**src/logic/opn_defines.svh**
```systemverilog
// ########################################
// OPN timer block definitions
// Register map, control bits, timing constants
// ########################################
`ifndef OPN_DEFINES_SVH
`define OPN_DEFINES_SVH

// Timer registers, bank 0 only
`define OPN_REG_TA_HI     8'h24   // Timer A bits 9..2
`define OPN_REG_TA_LO     8'h25   // Timer A bits 1..0
`define OPN_REG_TB        8'h26
`define OPN_REG_TCTL      8'h27   // Load, enable and flag reset

// Bit positions in register 0x27
`define OPN_TCTL_LOAD_A   0
`define OPN_TCTL_LOAD_B   1
`define OPN_TCTL_EN_A     2
`define OPN_TCTL_EN_B     3
`define OPN_TCTL_CLR_A    4
`define OPN_TCTL_CLR_B    5

`define OPN_TA_W          10
`define OPN_TB_W          8

`define OPN_TICK_DIV      144     // cen/6 prescale times 24 slots
`define OPN_TB_PRE        16
`define OPN_BUSY_LEN      32      // In cen pulses

// Status byte layout
`define OPN_STATUS_BUSY   7
`define OPN_STATUS_FLAG_B 1
`define OPN_STATUS_FLAG_A 0

`endif
```
**src/logic/opn_pkg.sv**
```systemverilog
// ########################################
// OPN timer block types
// Vector types for the CPU bus and timers
// ########################################
`default_nettype none

`include "opn_defines.svh"

package opn_pkg;

    typedef logic [7:0] bus_byte_t;              // CPU data bus
    typedef logic [7:0] reg_num_t;               // Latched register number

    // Reload values and running counts
    typedef logic [`OPN_TA_W-1:0] timer_a_t;
    typedef logic [`OPN_TB_W-1:0] timer_b_t;

    typedef logic [7:0] tick_cnt_t;              // Up to OPN_TICK_DIV-1
    typedef logic [5:0] busy_cnt_t;              // Up to OPN_BUSY_LEN

endpackage

`default_nettype wire

```
**src/logic/opn_timer_if.sv**
```systemverilog
// ########################################
// OPN timer control interface
// Register block settings and timer flags
// ########################################
`timescale 1ns/1ns
`default_nettype none

interface timer_ctrl_if;
    import opn_pkg::*;

    timer_a_t value_a;
    timer_b_t value_b;
    logic     load_a;       // Counter runs while set
    logic     load_b;
    logic     irq_en_a;
    logic     irq_en_b;
    logic     clr_a;        // One cycle pulses
    logic     clr_b;
    logic     flag_a;
    logic     flag_b;

    modport mmr (
        output value_a, value_b, load_a, load_b,
        output irq_en_a, irq_en_b, clr_a, clr_b,
        input  flag_a, flag_b
    );

    modport timers (
        input  value_a, value_b, load_a, load_b,
        input  irq_en_a, irq_en_b, clr_a, clr_b,
        output flag_a, flag_b
    );

endinterface

`default_nettype wire

```
**src/logic/opn_top.sv**
```systemverilog
// ########################################
// OPN timer and status block, top level
// CPU bus register block and two timers
// ########################################
`timescale 1ns/1ns
`default_nettype none

module opn_top (
    input  logic               clk,       // CPU clock
    input  logic               rst,
    input  logic               cen,
    input  opn_pkg::bus_byte_t din,
    input  logic [1:0]         addr,      // Bit 0 data, bit 1 bank
    input  logic               cs_n,
    input  logic               wr_n,
    output opn_pkg::bus_byte_t dout,      // Status byte
    output logic               irq_n
);

    timer_ctrl_if tmr_if ();

    // Register map and status
    opn_mmr mmr_i (
        .clk    ( clk    ),
        .rst    ( rst    ),
        .cen    ( cen    ),
        .din    ( din    ),
        .addr   ( addr   ),
        .cs_n   ( cs_n   ),
        .wr_n   ( wr_n   ),
        .dout   ( dout   ),
        .tmr    ( tmr_if )
    );

    // Timers run from their own sample tick
    opn_timers timers_i (
        .clk    ( clk    ),
        .rst    ( rst    ),
        .cen    ( cen    ),
        .tmr    ( tmr_if ),
        .irq_n  ( irq_n  )
    );

endmodule

`default_nettype wire

```
**src/logic/opn_timers.sv**
```systemverilog
// ########################################
// OPN timers A and B
// Sample tick divider, counters, overflow
// flags and interrupt line
// ########################################
`timescale 1ns/1ns
`default_nettype none

`include "opn_defines.svh"

module opn_timers (
    input  logic         clk,
    input  logic         rst,
    input  logic         cen,
    timer_ctrl_if.timers tmr,
    output logic         irq_n
);
    import opn_pkg::*;

    localparam int PRE_W = $clog2(`OPN_TB_PRE);

    tick_cnt_t        tick_cnt;
    logic             tick_wrap;
    logic             tick;           // One clk per sample
    timer_a_t         cnt_a;
    timer_b_t         cnt_b;
    logic [PRE_W-1:0] pre_b;          // Divide by 16 ahead of timer B
    logic             pre_b_wrap;
    logic             ovf_a;
    logic             ovf_b;
    logic             flag_a_nxt;
    logic             flag_b_nxt;

    // Sample tick from cen
    assign tick_wrap = tick_cnt == tick_cnt_t'(`OPN_TICK_DIV - 1);

    always_ff @(posedge clk) begin
        if (rst) begin
            tick_cnt <= '0;
            tick     <= 1'b0;
        end else begin
            tick <= cen && tick_wrap;
            if (cen) begin
                tick_cnt <= tick_wrap ? '0 : tick_cnt + 1'b1;
            end
        end
    end

    // Timer A
    assign ovf_a = tick && tmr.load_a && (cnt_a == '1);

    always_ff @(posedge clk) begin
        if (rst) begin
            cnt_a <= '0;
        end else if (!tmr.load_a) begin
            cnt_a <= tmr.value_a;     // Preset while stopped
        end else if (tick) begin
            cnt_a <= ovf_a ? tmr.value_a : cnt_a + 1'b1;
        end
    end

    // Timer B, steps once every 16 ticks
    assign pre_b_wrap = pre_b == PRE_W'(`OPN_TB_PRE - 1);
    assign ovf_b      = tick && tmr.load_b && pre_b_wrap && (cnt_b == '1);

    always_ff @(posedge clk) begin
        if (rst) begin
            pre_b <= '0;
            cnt_b <= '0;
        end else if (!tmr.load_b) begin
            pre_b <= '0;
            cnt_b <= tmr.value_b;
        end else if (tick) begin
            pre_b <= pre_b_wrap ? '0 : pre_b + 1'b1;
            if (pre_b_wrap) begin
                cnt_b <= ovf_b ? tmr.value_b : cnt_b + 1'b1;
            end
        end
    end

    // Clear wins over a same-cycle overflow
    assign flag_a_nxt = tmr.clr_a ? 1'b0 : (tmr.flag_a || (ovf_a && tmr.irq_en_a));
    assign flag_b_nxt = tmr.clr_b ? 1'b0 : (tmr.flag_b || (ovf_b && tmr.irq_en_b));

    always_ff @(posedge clk) begin
        if (rst) begin
            tmr.flag_a <= 1'b0;
            tmr.flag_b <= 1'b0;
            irq_n      <= 1'b1;
        end else begin
            tmr.flag_a <= flag_a_nxt;
            tmr.flag_b <= flag_b_nxt;
            irq_n      <= !(flag_a_nxt || flag_b_nxt);    // Active low
        end
    end

    a_irq_match: assert property (
        @(posedge clk) disable iff (rst)
        irq_n == !(tmr.flag_a || tmr.flag_b)
    ) else $error("irq_n does not match the timer flags");

    // Enable comes from the register block one write earlier
    a_flag_a_en: assert property (
        @(posedge clk) disable iff (rst)
        $rose(tmr.flag_a) |-> $past(tmr.irq_en_a)
    ) else $error("flag A set with its enable low");

    a_flag_b_en: assert property (
        @(posedge clk) disable iff (rst)
        $rose(tmr.flag_b) |-> $past(tmr.irq_en_b)
    ) else $error("flag B set with its enable low");

endmodule

`default_nettype wire

```
**src/logic/opn_mmr.sv**
```systemverilog
// ########################################
// OPN register block
// Address latch, timer register decode,
// busy counter and status byte
// ########################################
`timescale 1ns/1ns
`default_nettype none

`include "opn_defines.svh"

module opn_mmr (
    input  logic               clk,
    input  logic               rst,
    input  logic               cen,
    input  opn_pkg::bus_byte_t din,
    input  logic [1:0]         addr,
    input  logic               cs_n,
    input  logic               wr_n,
    output opn_pkg::bus_byte_t dout,
    timer_ctrl_if.mmr          tmr
);
    import opn_pkg::*;

    reg_num_t  reg_num;
    logic      bank;            // addr[1] of the last address write
    busy_cnt_t busy_cnt;
    logic      busy;
    logic      write;
    logic      addr_wr;
    logic      data_wr;
    logic      tmr_wr;

    assign write   = cen && !cs_n && !wr_n;
    assign addr_wr = write && !addr[0];
    assign data_wr = write && addr[0];
    assign tmr_wr  = data_wr && !bank;    // Timers live in bank 0

    // Register number latch
    always_ff @(posedge clk) begin
        if (rst) begin
            reg_num <= '0;
            bank    <= 1'b0;
        end else if (addr_wr) begin
            reg_num <= din;
            bank    <= addr[1];
        end
    end

    // Timer reload values
    always_ff @(posedge clk) begin
        if (tmr_wr) begin
            case (reg_num)
                `OPN_REG_TA_HI: tmr.value_a[`OPN_TA_W-1:2] <= din;
                `OPN_REG_TA_LO: tmr.value_a[1:0]           <= din[1:0];
                `OPN_REG_TB:    tmr.value_b                <= din;
                default: ;
            endcase
        end
    end

    // Register 0x27
    always_ff @(posedge clk) begin
        if (rst) begin
            tmr.load_a   <= 1'b0;
            tmr.load_b   <= 1'b0;
            tmr.irq_en_a <= 1'b0;
            tmr.irq_en_b <= 1'b0;
            tmr.clr_a    <= 1'b0;
            tmr.clr_b    <= 1'b0;
        end else begin
            tmr.clr_a <= 1'b0;
            tmr.clr_b <= 1'b0;
            if (tmr_wr && reg_num == `OPN_REG_TCTL) begin
                tmr.load_a   <= din[`OPN_TCTL_LOAD_A];
                tmr.load_b   <= din[`OPN_TCTL_LOAD_B];
                tmr.irq_en_a <= din[`OPN_TCTL_EN_A];
                tmr.irq_en_b <= din[`OPN_TCTL_EN_B];
                tmr.clr_a    <= din[`OPN_TCTL_CLR_A];   // Flag reset, not stored
                tmr.clr_b    <= din[`OPN_TCTL_CLR_B];
            end
        end
    end

    // Busy follows every data write, any bank
    always_ff @(posedge clk) begin
        if (rst) begin
            busy_cnt <= '0;
        end else if (data_wr) begin
            busy_cnt <= busy_cnt_t'(`OPN_BUSY_LEN);     // Restart on each write
        end else if (cen && busy) begin
            busy_cnt <= busy_cnt - 1'b1;
        end
    end

    assign busy = busy_cnt != '0;

    // Status byte, always on the bus
    always_comb begin
        dout = '0;
        dout[`OPN_STATUS_BUSY]   = busy;
        dout[`OPN_STATUS_FLAG_B] = tmr.flag_b;
        dout[`OPN_STATUS_FLAG_A] = tmr.flag_a;
    end

    // Counter only reloads to the top value and counts down
    a_busy_range: assert property (
        @(posedge clk) disable iff (rst)
        busy_cnt <= busy_cnt_t'(`OPN_BUSY_LEN)
    ) else $error("busy counter above OPN_BUSY_LEN");

    a_clr_a_pulse: assert property (
        @(posedge clk) disable iff (rst)
        tmr.clr_a |=> !tmr.clr_a
    ) else $error("clr_a held for two cycles");

endmodule

`default_nettype wire

```
**config.mk**
```make
export PLATFORM = sky130hd
export DESIGN_NAME = opn_top
export DESIGN_NICKNAME = d
export VERILOG_FILES = /design/src/logic/opn_pkg.sv /design/src/logic/opn_timer_if.sv /design/src/logic/opn_top.sv /design/src/logic/opn_timers.sv /design/src/logic/opn_mmr.sv
export VERILOG_INCLUDE_DIRS = /design/src /design/src/logic
export SDC_FILE = /design/constraint.sdc
export NUM_CORES = 1
export LEC_CHECK = 0
export BUFFER_PORTS_ARGS = -buffer_cell sky130_fd_sc_hd__clkbuf_2
export CAP_MARGIN = 20
export CORE_ASPECT_RATIO = 0.9
export CORE_MARGIN = 10
export CORE_UTILIZATION = 39
export CTS_CLUSTER_DIAMETER = 100
export DETAILED_ROUTE_END_ITERATION = 12
export GPL_TIMING_DRIVEN = 1
export PLACE_DENSITY_LB_ADDON = 0.2
export RECOVER_POWER = 50
export SLEW_MARGIN = 15
export SYNTH_ARGS = -nofsm -noshare
export SYNTH_HDL_FRONTEND = slang
export SYNTH_HIERARCHICAL = 1
export SYNTH_SLANG_ARGS = --single-unit
```
**constraint.sdc**
```tcl
create_clock -name clk -period 2.4 [get_ports clk]
set_clock_uncertainty 0.2 [all_clocks]
set_input_delay 0.12 -clock clk [delete_from_list [all_inputs] [get_ports clk]]
set_output_delay 0.12 -clock clk [all_outputs]
set_load 0.05 [all_outputs]
```
==> results.tsv, run 1 <==
metric	value	unit
dpl ws	0.371	ns
Remaining Overflow, GRT	0	
synth unique cells	63	
worst-path cell chain	dlygate4sd3_1 > clkbuf_2 > nor4b_1 > dlygate4sd3_1 > nand2_1 > a21oi_1	
Yosys reg bits	73	
CP Max Fanout	8	
crit path kind	primary input to flop	
total power	2.97	mW
detailed-route wire length per cell	14.6	um
first-pass GRT wire length	12500	um
Critical Path RT	2.46	ns
CTS resizes	0	
Worst R2R Path Depth	5	
synthesized instance count	355	
Initial Utilization	40.0	%
Worst EP arrival	2.21	ns
Die Span Y	109	um
Area growth syn-to-layout	15.8	%
Starting DRT DRC Count	147	
maximum VDD drop	463	uV
synthesized area per cell	9.65	um2
# nets final	410	
Placeable Area	0.00857	mm2
Clock Tree Buf Depth	2	
Crit. End Element	flop	
Die ar.	0.0129	mm2
FP Rows	32	
# DRC	0	
Max stage delay on crit path	0.80	ns
Tmin final	2.15	ns
RSZ-0062 raised after global routing	false	
crit-path most repeated cell	dlygate4sd3_1	
EDFF count, synth	18	
Min-Delay Path Depth	4	
dominant cell type by area after synthesis	dfxtp_1	
Synth Cell Area	0.00342	mm2
TritonCTS buffer count	9	
Synth Warn #	6	
Final Max Tran Viols	0	
share of layout cells above drive strength 1	10.9	%
delay-heaviest family, CP	buffers and inverters	
worst setup margin	0.250	ns
ys async rst share	0	%
Final Non-Filler Cells	513	
total iterations of the first detailed-routing run	4	
setup_tns	0	ns
worst reg2reg endpoint	timers_i/cnt_b[2]	
Worst-Skew Late Latency	0.34	ns
HP Start	cen	
Post-DP HPWL	5300	um
Hold Fails Final Rpt	0	
I/O pin count	24	
antenna violations before repair	0	
Final Wtd Congestion	0.821	
status	finished, final reports clean	
Hold Path End	timers_i/tick_cnt[0]	
area share of the largest cell type after synthesis	32.2	%
Final period util	89.6	%
power density cells	749	mW/mm2
# clock sinks	73	
worst-margin pin slew	0.670	ns
largest net degree at the start of global routing	33	
TritonCTS clock tree	yes	
port bufs	18	
total number of vias	2682	
DP Cell Count	485	
Root Buffer	clkbuf_8	
Reg clk slew, reported paths	0.08	ns
Reg2Reg Launch Point	timers_i/pre_b[0]	
Vias per Instance	5.23	
Ant. Diodes	0	
Final Setup Violations	0	
vias in the first global route	2530	
Synth area leaders	dfxtp_1 (32%), edfxtp_1 (16%), nand2_1 (4.6%)	
Die X	119	um
Main synth FF type	dfxtp_1	
GRT Total Usage	11.8	%
worst hold path type	primary input to flop	
flop2flop setup slack	0.33	ns
WP buf/inv	3	
Post-DRT Antenna Nets	0	
# Max-Cap Violations	0	
Slew HR	55.3	%
share of the yosys chip area belonging to registers	47.9	%
drt total wl	7490	um
leak pwr	1.41	nW
H-tree depth	3	
fmax	0.465	GHz
crit start category	primary input	
slowest cell on the critical path	dlygate4sd3_1	
Fillers	845	
-- stage by stage --
stage | hold WS, ns | instance area (um2) | utilization, %
6_report | 0.0104 | 3970 | 46.3
5_1_grt | 0.0399 | 3970 | 46.3
4_1_cts | 0.00148 | 4000 | 46.7
2_1_floorplan | 0.0189 | 3440 | -
3_3_place_gp | 0.149 | 3650 | 42.6
3_5_place_dp | 0.154 | 3650 | 42.6
-- worst max-delay path by stage --
stage / start / to / cells past startpoint
final: addr[0] / mmr_i/reg_num[6] / 6
after CTS: addr[0] / mmr_i/tmr.value_b[5] / 6
after global routing: addr[0] / mmr_i/tmr.load_b / 6
after global placement: timers_i/pre_b[0] / timers_i/cnt_b[2] / 5
after detailed placement: timers_i/pre_b[0] / timers_i/cnt_b[2] / 5
after floorplan: mmr_i/reg_num[5] / mmr_i/tmr.value_b[0] / 3
-- final cells by class --
type | instances | area, um2 | area share [%]
clock buffer | 10 | 128 | 3.22
timing repair buffer | 42 | 275 | 6.94
clock inverter | 6 | 106 | 2.68
inverter | 10 | 37.5 | 0.947
sequential | 73 | 1640 | 41.4
multi-input combinational | 253 | 1630 | 41.1
tap | 119 | 149 | 3.76
-- worst min-delay path: stages --
cell      delay [ns]
clkbuf_2        0.09
buf_4           0.16
xnor2_1         0.07
nor2_1          0.08
-- logic make-up after synthesis --
family / share of synthesized area (%)
other: 0.110
xor gates and xnor gates: 2.81
adders and majority gates: 2.19
muxes: 3.29
and+or+nand+nor: 24.0
AOI/OAI and AO/OA: 15.0
buffers and inverters: 4.64
DFF: 47.9
-- flip-flops by register name, summed over array words and instances, names as in the netlist, 4 cells and up --
name	cells
timers_i/cnt_a	10
mmr_i/reg_num	8
timers_i/pre_b	4
mmr_i/tmr.value_a	10
mmr_i/busy_cnt	6
mmr_i/tmr.value_b	8
timers_i/cnt_b	8
timers_i/tick_cnt	8
-- timing repair --
item                                   in CTS  in global routing
setup endpoints to repair                   0                  0
endpoints found under the hold margin      33                  0
buffers inserted                            0                  0
hold buffers                               12                  0
-- cell usage after synthesis (6+ instances only) --
library cell and count:
inv_1 10, a31oi_1 8, nand2b_1 14, ha_1 6
buf_4 9, nor3_1 11, o21ai_0 7, nand2_1 42
nand4_1 7, xnor2_1 6, edfxtp_1 18, dfxtp_1 55
a21oi_1 23, nand3_1 8, mux2i_1 9, nor2_1 23
clkbuf_1 12
-- power by group --
part	internal (mW)	switching, mW
registers	1.31	0.0503
logic	0.177	0.282
clock network	0.686	0.459
-- per-layer routing --
layer / GRT usage, % / routed length, um / vias up
met4: 6.01 / 121 / 0
met3: 2.53 / 327 / 13
met5: 0 / 0 / -
met1: 16.1 / 3830 / 1248
met2: 17.5 / 3210 / 69
li1: - / - / 1352
-- cell usage in the layout (no fill, tap or decap), drive strengths merged, types with 4 or more instances in the layout --
cell / instances
dfxtp: 55
nand2: 42
clkbuf: 31
nor2: 23
a21oi: 23
edfxtp: 18
nand2b: 14
nor3: 13
dlygate4sd3: 12
inv: 10
mux2i: 9
buf: 9
nand3: 8
a31oi: 8
nand4: 8
o21ai: 7
ha: 6
xnor2: 6
nor2b: 5
and4: 5
conb: 5
xor2: 5
and3: 5
and3b: 4
o31ai: 4
Note: power is estimated with default switching activity, not from simulation.
==> run 2, diff against run 1 <==
- clock period: 2.4 -> 2.1 ns (I/O delays scaled with it)
==> results.tsv, run 2 (synthesized netlist as in run 1, its figures left out) <==
metric	value	unit	change
port bufs	18		unchanged
antenna violations before repair	0		unchanged
worst setup margin	0.136	ns	was 0.250 ns
maximum VDD drop	514	uV	was 463 uV
CP Max Fanout	8		unchanged
Clock power frac	35.0	%	was 38.6%
dpl ws	0.167	ns	was 0.371 ns
Clock Tree Buf Depth	2		unchanged
Final period util	93.5	%	
TritonCTS clock tree	yes		unchanged
# Max-Cap Violations	0		unchanged
Worst-Skew Late Latency	0.35	ns	was 0.34 ns
Post-DP HPWL	5420	um	was 5300 um
I/O pin count	24		unchanged
# DRC	0		unchanged
Post-DRT Antenna Nets	0		unchanged
drt total wl	7640	um	was 7490 um
switch share	29.5	%	was 26.7%
worst-margin pin slew	0.604	ns	was 0.670 ns
Vias per Instance	5.23		about the same
DP Cell Count	490		was 485
internal power	2.27	mW	was 2.18 mW
Root Buffer	clkbuf_8		unchanged
fmax	0.509	GHz	
Fillers	856		was 845
Hold Fails Final Rpt	0		unchanged
Placement Cell Area	0.00370	mm2	was 0.00365 mm2
Die ar.	0.0129	mm2	unchanged
most frequent cells in the layout	dfxtp_1 (55), nand2_1 (42), nor2_1 (23), a21oi_1 (23), edfxtp_1 (18)		unchanged
Critical Path RT	1.96	ns	was 2.46 ns
flop2flop setup slack	0.15	ns	was 0.33 ns
Worst EP arrival	1.82	ns	was 2.21 ns
Switch Pwr	0.948	mW	was 0.791 mW
Final Max Tran Viols	0		unchanged
setup bufs post-CTS	0		unchanged
power density cells	804	mW/mm2	was 749 mW/mm2
Slew HR	59.9	%	was 55.3%
Core Util, Final	46.7	%	was 46.3%
Initial Utilization	40.0	%	unchanged
detailed-route wire length per cell	14.8	um	was 14.6 um
share of layout cells above drive strength 1	13.3	%	was 10.9%
total power	3.22	mW	was 2.97 mW
Final Wtd Congestion	0.836		was 0.821
Largest regs	mmr_i/tmr.value_a: 10 flops, timers_i/cnt_a: 10 flops		unchanged
Final Setup Violations	0		unchanged
commonest non-fill, non-tap cell in the layout	dfxtp_1		unchanged
Remaining Overflow, GRT	0		unchanged
FP Rows	32		unchanged
Final Non-Filler Cells	518		was 513
status	finished, final reports clean		unchanged
# nets final	415		was 410
# clock sinks	73		unchanged
first-pass GRT wire length	12600	um	was 12,500 um
leak pwr	1.43	nW	was 1.41 nW
Comb pwr share	16.5	%	was 15.5%
Area growth syn-to-layout	16.7	%	was 15.8%
TritonCTS buffer count	9		unchanged
Crit. End Element	flop		unchanged
design area	0.00400	mm2	was 0.00397 mm2
Reg clk slew, reported paths	0.08	ns	about the same
Tmin final	1.96	ns	
total number of vias	2709		was 2,682
H-tree depth	3		unchanged
RSZ-0062 raised after global routing	true		was false
Die Span Y	109	um	unchanged
crit start category	primary input		unchanged
largest net degree at the start of global routing	29		was 33
Sequential Power Share	48.4	%	was 46.0%
Ant. Diodes	0		unchanged
Placeable Area	0.00857	mm2	unchanged
total iterations of the first detailed-routing run	5		was 4
Starting DRT DRC Count	237		was 147
vias in the first global route	2576		was 2,530
worst hold path type	primary input to flop		unchanged
GRT Total Usage	11.9	%	was 11.8%
Die X	119	um	unchanged
crit path kind	primary input to flop		unchanged
## run 2: layer usage
metal / track usage [%] / up-vias / share of wire (%)
met1: 16.1 / 1285 / 50
met4: 4.01 / 0 / 0.33
met2: 17.9 / 63 / 45
met3: 3.46 / 2 / 4.6
li1: - / 1359 / -
met5: 0 / - / 0
## run 2: worst max-delay path: stages
cell and delay, ns:
dlygate4sd3_1 0.53, clkbuf_2 0.13, nor4bb_2 0.39, nand4b_1 0.19, nor3b_1 0.26, buf_4 0.22
## run 2: layout make-up
cell class / instances / area (um2) / area share, %
well taps: 119 / 149 / 3.72
flip-flops and latches: 73 / 1640 / 41.1
inverters: 10 / 37.5 / 0.939
repair buffers: 47 / 329 / 8.23
clock buffers: 9 / 124 / 3.10
multi-input cells: 253 / 1640 / 41.0
clock inverters: 7 / 76.3 / 1.91
## run 2: worst paths after layout
| path | startpoint | to | depth (start not counted) |
|---|---|---|---|
| max reg2reg | timers_i/pre_b[0] | timers_i/cnt_b[2] | 5 |
| min | wr_n | mmr_i/busy_cnt[5] | 5 |
| min reg2reg | mmr_i/tmr.clr_a | timers_i/tmr.flag_a | 1 |
| max | cs_n | mmr_i/tmr.value_b[6] | 6 |
## run 2: power by group through the flow
stage / registers, mW / logic, mW / clock network [mW]
after floorplan: 1.58 / 0.449 / 0
after global placement: 1.59 / 0.515 / 0
after detailed placement: 1.59 / 0.524 / 0
after CTS: 1.56 / 0.541 / 1.18
after global routing: 1.57 / 0.587 / 1.23
final: 1.56 / 0.531 / 1.13
## run 2: what timing repair did
item	in CTS	in global routing
gates resized for setup	0	1
hold buffers	12	0
setup endpoints to repair	0	17
hold endpoints to repair	34	0
## run 2: per-stage QoR
stage	hold WS, ns	setup TNS, ns
after floorplan	0.00387	0
after global placement	0.132	0
after detailed placement	0.147	0
after CTS	0.0847	0
after global routing	0.131	-0.0120
final	0.114	0
